**src/hdl/id_pkg.sv**
```systemverilog
package id_pkg;

  localparam int WORD_W     = 32;
  localparam int REG_ADDR_W = 5;

  typedef logic [WORD_W-1:0]     word_t;
  typedef logic [REG_ADDR_W-1:0] reg_addr_t;

  typedef enum logic [5:0] {
    OP_NOP,
    OP_ADD,
    OP_SUB,
    OP_SLT,
    OP_SLTU,
    OP_AND,
    OP_OR,
    OP_NOR,
    OP_XOR,
    OP_SLL,
    OP_SRL,
    OP_SRA,
    OP_LUI,
    OP_PCADD,
    OP_LD_B,
    OP_LD_H,
    OP_LD_W,
    OP_LD_BU,
    OP_LD_HU,
    OP_ST_B,
    OP_ST_H,
    OP_ST_W,
    OP_B,
    OP_BL,
    OP_JIRL,
    OP_BEQ,
    OP_BNE,
    OP_BLT,
    OP_BGE,
    OP_BLTU,
    OP_BGEU,
    OP_SYSCALL,
    OP_BREAK
  } alu_op_e;

  typedef enum logic [2:0] {
    SEL_NOP,
    SEL_LOGIC,
    SEL_SHIFT,
    SEL_ARITH,
    SEL_MOVE,
    SEL_JUMP,
    SEL_LOAD_STORE
  } alu_sel_e;

  // Bit 0 is ine
  typedef struct packed {
    logic sys;
    logic brk;
    logic ine;
  } excp_code_t;

  localparam reg_addr_t LINK_REG  = 5'd1;
  localparam word_t     INST_STEP = 32'd4;

endpackage

```
**src/hdl/loong_isa_pkg.sv**
```systemverilog
package loong_isa_pkg;

  // Register fields
  localparam int REG_W  = 5;
  localparam int RD_LSB = 0;
  localparam int RJ_LSB = 5;
  localparam int RK_LSB = 10;

  // Immediate fields
  localparam int IMM_LSB  = 10;
  localparam int SI20_LSB = 5;
  localparam int SI12_W   = 12;
  localparam int UI5_W    = 5;
  localparam int SI16_W   = 16;
  localparam int SI26_W   = 26;
  localparam int SI20_W   = 20;

  // 6-bit prefixes, jumps and branches
  localparam logic [5:0] OPC6_JIRL = 6'b010011;
  localparam logic [5:0] OPC6_B    = 6'b010100;
  localparam logic [5:0] OPC6_BL   = 6'b010101;
  localparam logic [5:0] OPC6_BEQ  = 6'b010110;
  localparam logic [5:0] OPC6_BNE  = 6'b010111;
  localparam logic [5:0] OPC6_BLT  = 6'b011000;
  localparam logic [5:0] OPC6_BGE  = 6'b011001;
  localparam logic [5:0] OPC6_BLTU = 6'b011010;
  localparam logic [5:0] OPC6_BGEU = 6'b011011;

  // 7-bit prefixes
  localparam logic [6:0] OPC7_LU12I_W   = 7'b0001010;
  localparam logic [6:0] OPC7_PCADDU12I = 7'b0001110;

  // 10-bit prefixes, 2RI12 forms
  localparam logic [9:0] OPC10_SLTI   = 10'b0000001000;
  localparam logic [9:0] OPC10_SLTUI  = 10'b0000001001;
  localparam logic [9:0] OPC10_ADDI_W = 10'b0000001010;
  localparam logic [9:0] OPC10_ANDI   = 10'b0000001101;
  localparam logic [9:0] OPC10_ORI    = 10'b0000001110;
  localparam logic [9:0] OPC10_XORI   = 10'b0000001111;
  localparam logic [9:0] OPC10_LD_B   = 10'b0010100000;
  localparam logic [9:0] OPC10_LD_H   = 10'b0010100001;
  localparam logic [9:0] OPC10_LD_W   = 10'b0010100010;
  localparam logic [9:0] OPC10_ST_B   = 10'b0010100100;
  localparam logic [9:0] OPC10_ST_H   = 10'b0010100101;
  localparam logic [9:0] OPC10_ST_W   = 10'b0010100110;
  localparam logic [9:0] OPC10_LD_BU  = 10'b0010101000;
  localparam logic [9:0] OPC10_LD_HU  = 10'b0010101001;

  // 17-bit prefixes, 3R forms, shift immediates and traps
  localparam logic [16:0] OPC17_ADD_W   = 17'b00000000000100000;
  localparam logic [16:0] OPC17_SUB_W   = 17'b00000000000100010;
  localparam logic [16:0] OPC17_SLT     = 17'b00000000000100100;
  localparam logic [16:0] OPC17_SLTU    = 17'b00000000000100101;
  localparam logic [16:0] OPC17_NOR     = 17'b00000000000101000;
  localparam logic [16:0] OPC17_AND     = 17'b00000000000101001;
  localparam logic [16:0] OPC17_OR      = 17'b00000000000101010;
  localparam logic [16:0] OPC17_XOR     = 17'b00000000000101011;
  localparam logic [16:0] OPC17_SLL_W   = 17'b00000000000101110;
  localparam logic [16:0] OPC17_SRL_W   = 17'b00000000000101111;
  localparam logic [16:0] OPC17_SRA_W   = 17'b00000000000110000;
  localparam logic [16:0] OPC17_BREAK   = 17'b00000000001010100;
  localparam logic [16:0] OPC17_SYSCALL = 17'b00000000001010110;
  localparam logic [16:0] OPC17_SLLI_W  = 17'b00000000010000001;
  localparam logic [16:0] OPC17_SRLI_W  = 17'b00000000010001001;
  localparam logic [16:0] OPC17_SRAI_W  = 17'b00000000010010001;

endpackage

```
**src/hdl/branch_unit.sv**
```systemverilog
module branch_unit (
  input  id_pkg::alu_op_e alu_op_i,
  input  id_pkg::word_t   pc_i,
  input  id_pkg::word_t   src1_i,
  input  id_pkg::word_t   src2_i,
  input  id_pkg::word_t   offset_i,
  output logic            taken_o,
  output id_pkg::word_t   target_o,
  output id_pkg::word_t   link_o
);

  import id_pkg::*;

  logic equal;
  logic less_s;
  logic less_u;

  assign equal  = (src1_i == src2_i);
  assign less_s = ($signed(src1_i) < $signed(src2_i));
  assign less_u = (src1_i < src2_i);

  always_comb
  begin
    case (alu_op_i)
      OP_B, OP_BL, OP_JIRL: taken_o = 1'b1;
      OP_BEQ:               taken_o = equal;
      OP_BNE:               taken_o = ~equal;
      OP_BLT:               taken_o = less_s;
      OP_BGE:               taken_o = ~less_s;
      OP_BLTU:              taken_o = less_u;
      OP_BGEU:              taken_o = ~less_u;
      default:              taken_o = 1'b0;
    endcase
  end

  // jirl is register relative, all others pc relative
  assign target_o = (alu_op_i == OP_JIRL) ? src1_i + offset_i : pc_i + offset_i;
  assign link_o   = pc_i + INST_STEP;

endmodule

```
**src/hdl/id_ex_register.sv**
```systemverilog
module id_ex_register (
  input  logic               clk,
  input  logic               rst_n_i,
  input  logic               issue_i,
  input  logic               hazard1_i,
  input  logic               hazard2_i,
  input  id_pkg::word_t      pc_i,
  input  id_pkg::alu_op_e    alu_op_i,
  input  id_pkg::alu_sel_e   alu_sel_i,
  input  id_pkg::word_t      src1_i,
  input  id_pkg::word_t      src2_i,
  input  id_pkg::word_t      imm_i,
  input  logic               wreg_i,
  input  id_pkg::reg_addr_t  waddr_i,
  input  id_pkg::word_t      link_i,
  input  logic               taken_i,
  input  id_pkg::word_t      target_i,
  input  id_pkg::excp_code_t excp_code_i,
  output logic               stall_o,
  output logic               ex_valid_o,
  output id_pkg::word_t      ex_pc_o,
  output id_pkg::alu_op_e    ex_alu_op_o,
  output id_pkg::alu_sel_e   ex_alu_sel_o,
  output id_pkg::word_t      ex_src1_o,
  output id_pkg::word_t      ex_src2_o,
  output id_pkg::word_t      ex_offset_o,
  output logic               ex_wreg_o,
  output id_pkg::reg_addr_t  ex_waddr_o,
  output id_pkg::word_t      ex_link_o,
  output logic               br_taken_o,
  output id_pkg::word_t      br_target_o,
  output logic               excp_o,
  output id_pkg::excp_code_t excp_code_o
);

  import id_pkg::*;

  logic capture;

  assign stall_o = issue_i & (hazard1_i | hazard2_i);
  assign capture = issue_i & ~stall_o;

  // Anything not captured becomes a bubble
  always_ff @(posedge clk or negedge rst_n_i)
  begin
    if (!rst_n_i)
    begin
      ex_valid_o   <= 1'b0;
      ex_alu_op_o  <= OP_NOP;
      ex_alu_sel_o <= SEL_NOP;
      ex_wreg_o    <= 1'b0;
      br_taken_o   <= 1'b0;
      excp_o       <= 1'b0;
      excp_code_o  <= '0;
    end
    else
    begin
      ex_valid_o   <= capture;
      ex_alu_op_o  <= capture ? alu_op_i : OP_NOP;
      ex_alu_sel_o <= capture ? alu_sel_i : SEL_NOP;
      ex_wreg_o    <= capture & wreg_i;
      br_taken_o   <= capture & taken_i;
      excp_o       <= capture & (|excp_code_i);
      excp_code_o  <= capture ? excp_code_i : '0;
    end
  end

  always_ff @(posedge clk)
  begin
    if (capture)
    begin
      ex_pc_o     <= pc_i;
      ex_src1_o   <= src1_i;
      ex_src2_o   <= src2_i;
      ex_offset_o <= imm_i;
      ex_waddr_o  <= waddr_i;
      ex_link_o   <= link_i;
      br_target_o <= target_i;
    end
  end

endmodule

```
**src/hdl/id_stage_top.sv**
```systemverilog
module id_stage_top (
  input  logic               clk,
  input  logic               rst_n_i,
  input  logic               if_valid_i,
  input  id_pkg::word_t      pc_i,
  input  id_pkg::word_t      inst_i,
  output logic               rf_re1_o,
  output id_pkg::reg_addr_t  rf_addr1_o,
  output logic               rf_re2_o,
  output id_pkg::reg_addr_t  rf_addr2_o,
  input  id_pkg::word_t      rf_data1_i,
  input  id_pkg::word_t      rf_data2_i,
  input  logic               ex_wreg_i,
  input  id_pkg::reg_addr_t  ex_waddr_i,
  input  id_pkg::word_t      ex_wdata_i,
  input  id_pkg::alu_op_e    ex_alu_op_i,
  input  logic               mem_wreg_i,
  input  id_pkg::reg_addr_t  mem_waddr_i,
  input  id_pkg::word_t      mem_wdata_i,
  output logic               stall_o,
  output logic               ex_valid_o,
  output id_pkg::word_t      ex_pc_o,
  output id_pkg::alu_op_e    ex_alu_op_o,
  output id_pkg::alu_sel_e   ex_alu_sel_o,
  output id_pkg::word_t      ex_src1_o,
  output id_pkg::word_t      ex_src2_o,
  output id_pkg::word_t      ex_offset_o,
  output logic               ex_wreg_o,
  output id_pkg::reg_addr_t  ex_waddr_o,
  output id_pkg::word_t      ex_link_o,
  output logic               br_taken_o,
  output id_pkg::word_t      br_target_o,
  output logic               excp_o,
  output id_pkg::excp_code_t excp_code_o
);

  import id_pkg::*;

  alu_op_e    alu_op;
  alu_sel_e   alu_sel;
  logic       wreg;
  reg_addr_t  waddr;
  word_t      imm;
  logic       use_imm;
  excp_code_t excp_code;
  word_t      src1;
  word_t      src2;
  logic       hazard1;
  logic       hazard2;
  logic       taken;
  word_t      target;
  word_t      link;

  inst_decoder u_inst_decoder (
    .inst_i      (inst_i),
    .alu_op_o    (alu_op),
    .alu_sel_o   (alu_sel),
    .re1_o       (rf_re1_o),
    .re2_o       (rf_re2_o),
    .raddr1_o    (rf_addr1_o),
    .raddr2_o    (rf_addr2_o),
    .wreg_o      (wreg),
    .waddr_o     (waddr),
    .imm_o       (imm),
    .use_imm_o   (use_imm),
    .excp_code_o (excp_code)
  );

  operand_forward u_src1 (
    .re_i          (rf_re1_o),
    .raddr_i       (rf_addr1_o),
    .rf_data_i     (rf_data1_i),
    .ex_wreg_i     (ex_wreg_i),
    .ex_waddr_i    (ex_waddr_i),
    .ex_wdata_i    (ex_wdata_i),
    .ex_alu_op_i   (ex_alu_op_i),
    .mem_wreg_i    (mem_wreg_i),
    .mem_waddr_i   (mem_waddr_i),
    .mem_wdata_i   (mem_wdata_i),
    .use_imm_i     (use_imm),
    .imm_i         (imm),
    .operand_o     (src1),
    .load_hazard_o (hazard1)
  );

  operand_forward u_src2 (
    .re_i          (rf_re2_o),
    .raddr_i       (rf_addr2_o),
    .rf_data_i     (rf_data2_i),
    .ex_wreg_i     (ex_wreg_i),
    .ex_waddr_i    (ex_waddr_i),
    .ex_wdata_i    (ex_wdata_i),
    .ex_alu_op_i   (ex_alu_op_i),
    .mem_wreg_i    (mem_wreg_i),
    .mem_waddr_i   (mem_waddr_i),
    .mem_wdata_i   (mem_wdata_i),
    .use_imm_i     (use_imm),
    .imm_i         (imm),
    .operand_o     (src2),
    .load_hazard_o (hazard2)
  );

  branch_unit u_branch_unit (
    .alu_op_i (alu_op),
    .pc_i     (pc_i),
    .src1_i   (src1),
    .src2_i   (src2),
    .offset_i (imm),
    .taken_o  (taken),
    .target_o (target),
    .link_o   (link)
  );

  id_ex_register u_id_ex_register (
    .clk          (clk),
    .rst_n_i      (rst_n_i),
    .issue_i      (if_valid_i),
    .hazard1_i    (hazard1),
    .hazard2_i    (hazard2),
    .pc_i         (pc_i),
    .alu_op_i     (alu_op),
    .alu_sel_i    (alu_sel),
    .src1_i       (src1),
    .src2_i       (src2),
    .imm_i        (imm),
    .wreg_i       (wreg),
    .waddr_i      (waddr),
    .link_i       (link),
    .taken_i      (taken),
    .target_i     (target),
    .excp_code_i  (excp_code),
    .stall_o      (stall_o),
    .ex_valid_o   (ex_valid_o),
    .ex_pc_o      (ex_pc_o),
    .ex_alu_op_o  (ex_alu_op_o),
    .ex_alu_sel_o (ex_alu_sel_o),
    .ex_src1_o    (ex_src1_o),
    .ex_src2_o    (ex_src2_o),
    .ex_offset_o  (ex_offset_o),
    .ex_wreg_o    (ex_wreg_o),
    .ex_waddr_o   (ex_waddr_o),
    .ex_link_o    (ex_link_o),
    .br_taken_o   (br_taken_o),
    .br_target_o  (br_target_o),
    .excp_o       (excp_o),
    .excp_code_o  (excp_code_o)
  );

endmodule

```
**src/hdl/inst_decoder.sv**
```systemverilog
module inst_decoder (
  input  id_pkg::word_t      inst_i,
  output id_pkg::alu_op_e    alu_op_o,
  output id_pkg::alu_sel_e   alu_sel_o,
  output logic               re1_o,
  output logic               re2_o,
  output id_pkg::reg_addr_t  raddr1_o,
  output id_pkg::reg_addr_t  raddr2_o,
  output logic               wreg_o,
  output id_pkg::reg_addr_t  waddr_o,
  output id_pkg::word_t      imm_o,
  output logic               use_imm_o,
  output id_pkg::excp_code_t excp_code_o
);

  import id_pkg::*;
  import loong_isa_pkg::*;

  logic [16:0]       prefix;
  reg_addr_t         rd;
  reg_addr_t         rj;
  reg_addr_t         rk;
  logic              reg_form;
  logic [SI12_W-1:0] si12;
  logic [UI5_W-1:0]  ui5;
  logic [SI16_W-1:0] si16;
  logic [SI20_W-1:0] si20;
  logic [SI26_W-1:0] si26;
  word_t             sext12;
  word_t             zext12;
  word_t             offs16;
  word_t             offs26;

  assign prefix = inst_i[31:15];
  assign rd     = inst_i[RD_LSB +: REG_W];
  assign rj     = inst_i[RJ_LSB +: REG_W];
  assign rk     = inst_i[RK_LSB +: REG_W];

  // 3R group shares its upper 12 bits
  assign reg_form = (inst_i[31:20] == OPC17_ADD_W[16:5]);

  assign si12 = inst_i[IMM_LSB +: SI12_W];
  assign ui5  = inst_i[IMM_LSB +: UI5_W];
  assign si16 = inst_i[IMM_LSB +: SI16_W];
  assign si20 = inst_i[SI20_LSB +: SI20_W];
  // High part of offs26 sits in the low bits
  assign si26 = {inst_i[0 +: SI26_W-SI16_W], si16};

  assign sext12 = {{(WORD_W-SI12_W){si12[SI12_W-1]}}, si12};
  assign zext12 = {{(WORD_W-SI12_W){1'b0}}, si12};
  assign offs16 = {{(WORD_W-SI16_W-2){si16[SI16_W-1]}}, si16, 2'b00};
  assign offs26 = {{(WORD_W-SI26_W-2){si26[SI26_W-1]}}, si26, 2'b00};

  always_comb
  begin
    casez (prefix)
      {OPC6_JIRL, 11'b?}:        alu_op_o = OP_JIRL;
      {OPC6_B, 11'b?}:           alu_op_o = OP_B;
      {OPC6_BL, 11'b?}:          alu_op_o = OP_BL;
      {OPC6_BEQ, 11'b?}:         alu_op_o = OP_BEQ;
      {OPC6_BNE, 11'b?}:         alu_op_o = OP_BNE;
      {OPC6_BLT, 11'b?}:         alu_op_o = OP_BLT;
      {OPC6_BGE, 11'b?}:         alu_op_o = OP_BGE;
      {OPC6_BLTU, 11'b?}:        alu_op_o = OP_BLTU;
      {OPC6_BGEU, 11'b?}:        alu_op_o = OP_BGEU;
      {OPC7_LU12I_W, 10'b?}:     alu_op_o = OP_LUI;
      {OPC7_PCADDU12I, 10'b?}:   alu_op_o = OP_PCADD;
      {OPC10_SLTI, 7'b?}:        alu_op_o = OP_SLT;
      {OPC10_SLTUI, 7'b?}:       alu_op_o = OP_SLTU;
      {OPC10_ADDI_W, 7'b?}:      alu_op_o = OP_ADD;
      {OPC10_ANDI, 7'b?}:        alu_op_o = OP_AND;
      {OPC10_ORI, 7'b?}:         alu_op_o = OP_OR;
      {OPC10_XORI, 7'b?}:        alu_op_o = OP_XOR;
      {OPC10_LD_B, 7'b?}:        alu_op_o = OP_LD_B;
      {OPC10_LD_H, 7'b?}:        alu_op_o = OP_LD_H;
      {OPC10_LD_W, 7'b?}:        alu_op_o = OP_LD_W;
      {OPC10_ST_B, 7'b?}:        alu_op_o = OP_ST_B;
      {OPC10_ST_H, 7'b?}:        alu_op_o = OP_ST_H;
      {OPC10_ST_W, 7'b?}:        alu_op_o = OP_ST_W;
      {OPC10_LD_BU, 7'b?}:       alu_op_o = OP_LD_BU;
      {OPC10_LD_HU, 7'b?}:       alu_op_o = OP_LD_HU;
      OPC17_ADD_W:               alu_op_o = OP_ADD;
      OPC17_SUB_W:               alu_op_o = OP_SUB;
      OPC17_SLT:                 alu_op_o = OP_SLT;
      OPC17_SLTU:                alu_op_o = OP_SLTU;
      OPC17_NOR:                 alu_op_o = OP_NOR;
      OPC17_AND:                 alu_op_o = OP_AND;
      OPC17_OR:                  alu_op_o = OP_OR;
      OPC17_XOR:                 alu_op_o = OP_XOR;
      OPC17_SLL_W, OPC17_SLLI_W: alu_op_o = OP_SLL;
      OPC17_SRL_W, OPC17_SRLI_W: alu_op_o = OP_SRL;
      OPC17_SRA_W, OPC17_SRAI_W: alu_op_o = OP_SRA;
      OPC17_BREAK:               alu_op_o = OP_BREAK;
      OPC17_SYSCALL:             alu_op_o = OP_SYSCALL;
      default:                   alu_op_o = OP_NOP;
    endcase
  end

  assign raddr1_o = rj;

  always_comb
  begin
    alu_sel_o = SEL_NOP;
    re1_o     = 1'b0;
    re2_o     = 1'b0;
    raddr2_o  = rk;
    wreg_o    = 1'b0;
    waddr_o   = rd;
    imm_o     = '0;
    use_imm_o = 1'b0;
    case (alu_op_o)
      OP_ADD, OP_SUB, OP_SLT, OP_SLTU:
      begin
        alu_sel_o = SEL_ARITH;
        re1_o     = 1'b1;
        re2_o     = reg_form;
        wreg_o    = 1'b1;
        imm_o     = sext12;
        use_imm_o = ~reg_form;
      end
      OP_AND, OP_OR, OP_NOR, OP_XOR:
      begin
        alu_sel_o = SEL_LOGIC;
        re1_o     = 1'b1;
        re2_o     = reg_form;
        wreg_o    = 1'b1;
        imm_o     = zext12;
        use_imm_o = ~reg_form;
      end
      OP_SLL, OP_SRL, OP_SRA:
      begin
        alu_sel_o = SEL_SHIFT;
        re1_o     = 1'b1;
        re2_o     = reg_form;
        wreg_o    = 1'b1;
        imm_o     = {{(WORD_W-UI5_W){1'b0}}, ui5};
        use_imm_o = ~reg_form;
      end
      OP_LUI, OP_PCADD:
      begin
        alu_sel_o = SEL_MOVE;
        wreg_o    = 1'b1;
        imm_o     = {si20, 12'h000};
        use_imm_o = 1'b1;
      end
      OP_LD_B, OP_LD_H, OP_LD_W, OP_LD_BU, OP_LD_HU:
      begin
        alu_sel_o = SEL_LOAD_STORE;
        re1_o     = 1'b1;
        wreg_o    = 1'b1;
        imm_o     = sext12;
        use_imm_o = 1'b1;
      end
      OP_ST_B, OP_ST_H, OP_ST_W:
      begin
        // Store data comes from rd
        alu_sel_o = SEL_LOAD_STORE;
        re1_o     = 1'b1;
        re2_o     = 1'b1;
        raddr2_o  = rd;
        imm_o     = sext12;
      end
      OP_B, OP_BL:
      begin
        alu_sel_o = SEL_JUMP;
        wreg_o    = (alu_op_o == OP_BL);
        waddr_o   = LINK_REG;
        imm_o     = offs26;
      end
      OP_JIRL:
      begin
        alu_sel_o = SEL_JUMP;
        re1_o     = 1'b1;
        wreg_o    = 1'b1;
        imm_o     = offs16;
      end
      OP_BEQ, OP_BNE, OP_BLT, OP_BGE, OP_BLTU, OP_BGEU:
      begin
        alu_sel_o = SEL_JUMP;
        re1_o     = 1'b1;
        re2_o     = 1'b1;
        raddr2_o  = rd;
        imm_o     = offs16;
      end
      default:
      begin
      end
    endcase
  end

  // Nothing matched means ine
  assign excp_code_o = '{sys: (alu_op_o == OP_SYSCALL),
                         brk: (alu_op_o == OP_BREAK),
                         ine: (alu_op_o == OP_NOP)};

endmodule

```
**src/hdl/operand_forward.sv**
```systemverilog
module operand_forward (
  input  logic              re_i,
  input  id_pkg::reg_addr_t raddr_i,
  input  id_pkg::word_t     rf_data_i,
  input  logic              ex_wreg_i,
  input  id_pkg::reg_addr_t ex_waddr_i,
  input  id_pkg::word_t     ex_wdata_i,
  input  id_pkg::alu_op_e   ex_alu_op_i,
  input  logic              mem_wreg_i,
  input  id_pkg::reg_addr_t mem_waddr_i,
  input  id_pkg::word_t     mem_wdata_i,
  input  logic              use_imm_i,
  input  id_pkg::word_t     imm_i,
  output id_pkg::word_t     operand_o,
  output logic              load_hazard_o
);

  import id_pkg::*;

  logic ex_load;
  logic ex_hit;
  logic mem_hit;

  assign ex_load = ex_alu_op_i inside {OP_LD_B, OP_LD_H, OP_LD_W, OP_LD_BU, OP_LD_HU};
  assign ex_hit  = ex_wreg_i && (ex_waddr_i == raddr_i);
  assign mem_hit = mem_wreg_i && (mem_waddr_i == raddr_i);

  // EX wins over MEM, MEM over the register file
  always_comb
  begin
    if (!re_i)
      operand_o = use_imm_i ? imm_i : '0;
    else if (raddr_i == '0)
      operand_o = '0;
    else if (ex_hit)
      operand_o = ex_wdata_i;
    else if (mem_hit)
      operand_o = mem_wdata_i;
    else
      operand_o = rf_data_i;
  end

  // Load data is not ready until MEM
  assign load_hazard_o = re_i && (raddr_i != '0) && ex_load && ex_hit;

endmodule

```
**config.mk**
```make
export PLATFORM = sky130hd
export DESIGN_NAME = id_stage_top
export DESIGN_NICKNAME = d
export VERILOG_FILES = /design/src/hdl/id_pkg.sv /design/src/hdl/loong_isa_pkg.sv /design/src/hdl/branch_unit.sv /design/src/hdl/id_ex_register.sv /design/src/hdl/id_stage_top.sv /design/src/hdl/inst_decoder.sv /design/src/hdl/operand_forward.sv
export SDC_FILE = /design/constraint.sdc
export NUM_CORES = 1
export LEC_CHECK = 0
export BUFFER_PORTS_ARGS = -buffer_cell sky130_fd_sc_hd__clkbuf_2
export CAP_MARGIN = 25
export CORE_UTILIZATION = 45
export DETAILED_ROUTE_END_ITERATION = 12
export HOLD_SLACK_MARGIN = 0.06
export PLACE_DENSITY_LB_ADDON = 0.08
export SLEW_MARGIN = 20
export SYNTH_ARGS = -nofsm -noshare
export SYNTH_HDL_FRONTEND = slang
export SYNTH_SLANG_ARGS = --single-unit
```
**constraint.sdc**
```tcl
create_clock -name clk -period 3.6 [get_ports clk]
set_clock_uncertainty 0.1 [all_clocks]
set_input_delay 0.18 -clock clk [delete_from_list [all_inputs] [get_ports clk]]
set_output_delay 0.18 -clock clk [all_outputs]
set_load 0.03 [all_outputs]
```
==> summary.txt <==
Status
  • Status: finished, violations left
  • Failing checks: setup timing

Setup path
  • CP max FO: 16
  • Critical path arrival: 5710 ps
  • Max incr delay on CP: 420 ps
  • Critical path data required time: 3740 ps
  • Worst path most repeated cell: buf_6
  • Worst path slowest cell: o311ai_4
  • Setup crit end kind: register
  • Setup CP Type: in2reg
  • Critical path launch point type: primary input

Clocking
  • Sink Count: 211
  • CTS buffer count: 24
  • H-tree depth: 1
  • CTS max path bufs: 3
  • Root Driver: clkbuf_16
  • CTS tree: built
  • Clock slew at reported path FFs: 60 ps

Placed design
  • Detail Placement HPWL: 45500 um
  • PortBufs: 438
  • Pre-CTS setup slack: -2620 ps
  • GPL Wtd Cong: 1.00

Logic synthesis
  • Main area contributors after synthesis: edfxtp_1 (44%), ha_1 (6.0%), mux2i_1 (5.1%), o21ai_0 (3.8%), xnor2_1 (3.1%)
  • Cells after synthesis: 1239
  • Synth warnings: 0
  • Net count after synthesis: 1517
  • Post-synth EDFFs: 195
  • Top cell type's share of synthesized area: 0.436
  • Synth cell types: 87
  • Synth area leader: edfxtp_1
  • FFs w/ async S/R, synth: 0.0758
  • Ys flop type: edfxtp_1
  • Register area share after synthesis: 0.466
  • #FFs+latches synth: 211
  • Synth Area per Inst: 10.8 sq um
  • Cell Area, Synth: 0.0134 sq mm

Global route
  • Initial antenna violation count: 3
  • Grt ovf: 0
  • Largest net degree at the start of global routing: 38
  • Vias in the first global route: 14816
  • First-pass GRT wire length: 87100 um
  • Total track usage: 0.379

Finish
  • Area Growth Syn to Fin: 75.2%
  • Final design utilization: 0.810
  • Layout cells sized above 1: 0.516
  • Nets: 2517
  • Multi-input gate area: 0.00780 sq mm
  • FILL cells: 1689
  • Reg area: 0.00626 sq mm

Run
  • MaxCap Viol Count: 0

STA
  • # setup viols final: 247
  • WHS: 53.2 ps
  • Slew margin rel.: 0.494
  • Fin crit period: 5570 ps
  • Worst Tran Pin Value: 757 ps
  • Unrepaired setup endpoints after global routing: true
  • Slew Viols, Final: 0
  • Achievable Freq: 0.179 GHz
  • Final hold violations: 0
  • Period utilisation layout: 1.55
  • Final worst slack: -1970 ps

Power and ir drop
  • Power density cells: 335 mW/mm^2
  • Leakage: 10.6 nW
  • Max rail drop VDD: 462 uV

Routing
  • # DRC: 0
  • Total wire length: 65400 um
  • Via count: 15567
  • Drt initial violations: 1695
  • First-pass detailed-route iteration total: 6
  • Antenna Violating Nets Remaining: 0
  • Routed WL per cell: 24.7 um
  • DR vias/cell: 5.89

Floorplan
  • Die area: 0.0305 sq mm
  • Core Footprint: 0.0290 sq mm
  • Initial Utilization: 0.463
  • Top Ports: 439
  • Die height: 175 um
  • FP Rows: 62
  • Chip width: 175 um

Hold path
  • Worst Hold Class: in2reg
metrics by stage:
stage,TNS [ps],cells,power [mW],cell area (sq um)
2_1_floorplan,-563690,1239,4.00,13800
3_3_place_gp,-275450,2400,4.85,19400
3_5_place_dp,-269380,2400,4.87,19400
4_1_cts,-120260,2576,7.59,22000
5_1_grt,-443790,2643,8.04,23500
6_report,-419650,2644,7.87,23500
area by class of cell:
class	instances	share of cell area
diodes	3	0.000319
clock buffers	31	0.0276
clock inverters	13	0.00756
inverters	24	0.00383
multi-input cells	936	0.332
flip-flops and latches	211	0.266
well taps	384	0.0204
repair buffers	1042	0.342
path summary, 6_finish.rpt:
check	startpoint	endpoint	depth (start not counted)
setup / recovery	inst_i[20]	u_id_ex_register.ex_link_o[12]	38
max in group asynchronous	rst_n_i	u_id_ex_register.ex_wreg_o	3
hold / removal	inst_i[18]	u_id_ex_register.excp_code_o[2]	5
min in group asynchronous	rst_n_i	u_id_ex_register.br_taken_o	3
critical path, delay by kind of cell:
family	cells	cell delay, ps
multiplexers	1	330
buffers and inverters	27	3390
AND/OR/NAND/NOR	6	850
AO/OA/AOI/OAI	4	920
cell families (layout without fill, tap and decap cells):
group | count (synthesis) | count (layout) | synth area share
buf+inv | 92 | 1110 | 0.0315
simple gates | 339 | 339 | 0.132
flops | 211 | 211 | 0.466
mux | 101 | 101 | 0.0786
other cells | 0 | 3 | 0
compound gates | 348 | 348 | 0.176
fa+ha+maj | 65 | 65 | 0.0612
xor+xnor | 83 | 83 | 0.0542
report_power, final:
group,internal (mW),switching (mW)
clock network,1.56,1.05
logic,0.953,1.32
registers,2.90,0.0770
registers in the layout, indices dropped and copies added (netlist names):
name and count:
u_id_ex_register.ex_pc_o 30, u_id_ex_register.ex_waddr_o 5, u_id_ex_register.excp_o 1, u_id_ex_register.br_target_o 32, u_id_ex_register.excp_code_o 3, u_id_ex_register.ex_src1_o 32, u_id_ex_register.ex_valid_o 1, u_id_ex_register.br_taken_o 1
u_id_ex_register.ex_src2_o 32, u_id_ex_register.ex_alu_sel_o 3, u_id_ex_register.ex_offset_o 32, u_id_ex_register.ex_wreg_o 1, u_id_ex_register.ex_alu_op_o 6, u_id_ex_register.ex_link_o 32
synthesized netlist by cell type, drive strengths merged, types with 5 or more instances:
| cell | instances |
|---|---|
| a211o | 5 |
| a211oi | 19 |
| a21o | 23 |
| a21oi | 48 |
| a221o | 14 |
| a22o | 11 |
| a22oi | 32 |
| and2 | 8 |
| and3 | 17 |
| buf | 33 |
| clkbuf | 35 |
| dfrtp | 16 |
| edfxtp | 195 |
| ha | 64 |
| inv | 23 |
| mux2 | 32 |
| mux2i | 69 |
| nand2 | 82 |
| nand2b | 11 |
| nand3 | 28 |
| nand3b | 5 |
| nand4 | 20 |
| nor2 | 85 |
| nor2b | 26 |
| nor3 | 17 |
| nor3b | 7 |
| nor4 | 9 |
| o21a | 43 |
| o21ai | 106 |
| o21bai | 6 |
| o22ai | 6 |
| xnor2 | 47 |
| xor2 | 36 |
what timing repair did:
item / in CTS / in global routing
gates resized for setup: 87 / 166
hold buffers: 104 / 0
buffers inserted: 27 / 48
pin swaps: 28 / 56
endpoints found under the hold margin: 120 / 0
endpoints found under the setup margin: 244 / 253
cloned: 1 / 23
placed cells by master (no fill, tap or decap), types with 41 or more instances in the layout:
cell / synthesis / layout
clkbuf_2: 1 / 425
buf_4: 11 / 399
edfxtp_1: 195 / 195
dlygate4sd3_1: 0 / 104
nand2_1: 81 / 78
nor2_1: 84 / 72
mux2i_1: 69 / 59
ha_1: 64 / 55
o21ai_0: 101 / 54
buf_6: 2 / 49
xnor2_1: 47 / 43
clkbuf_16: 0 / 43
o21ai_1: 5 / 41
o21a_1: 43 / 41
layer usage:
metal  track usage  wire (um)  share of wire
met1         0.483      24600           0.38
met2         0.637      31200           0.48
met3        0.0592       5930          0.091
met4         0.165       3580          0.055
met5             0          0              0
(Power assumes the default switching activity.)
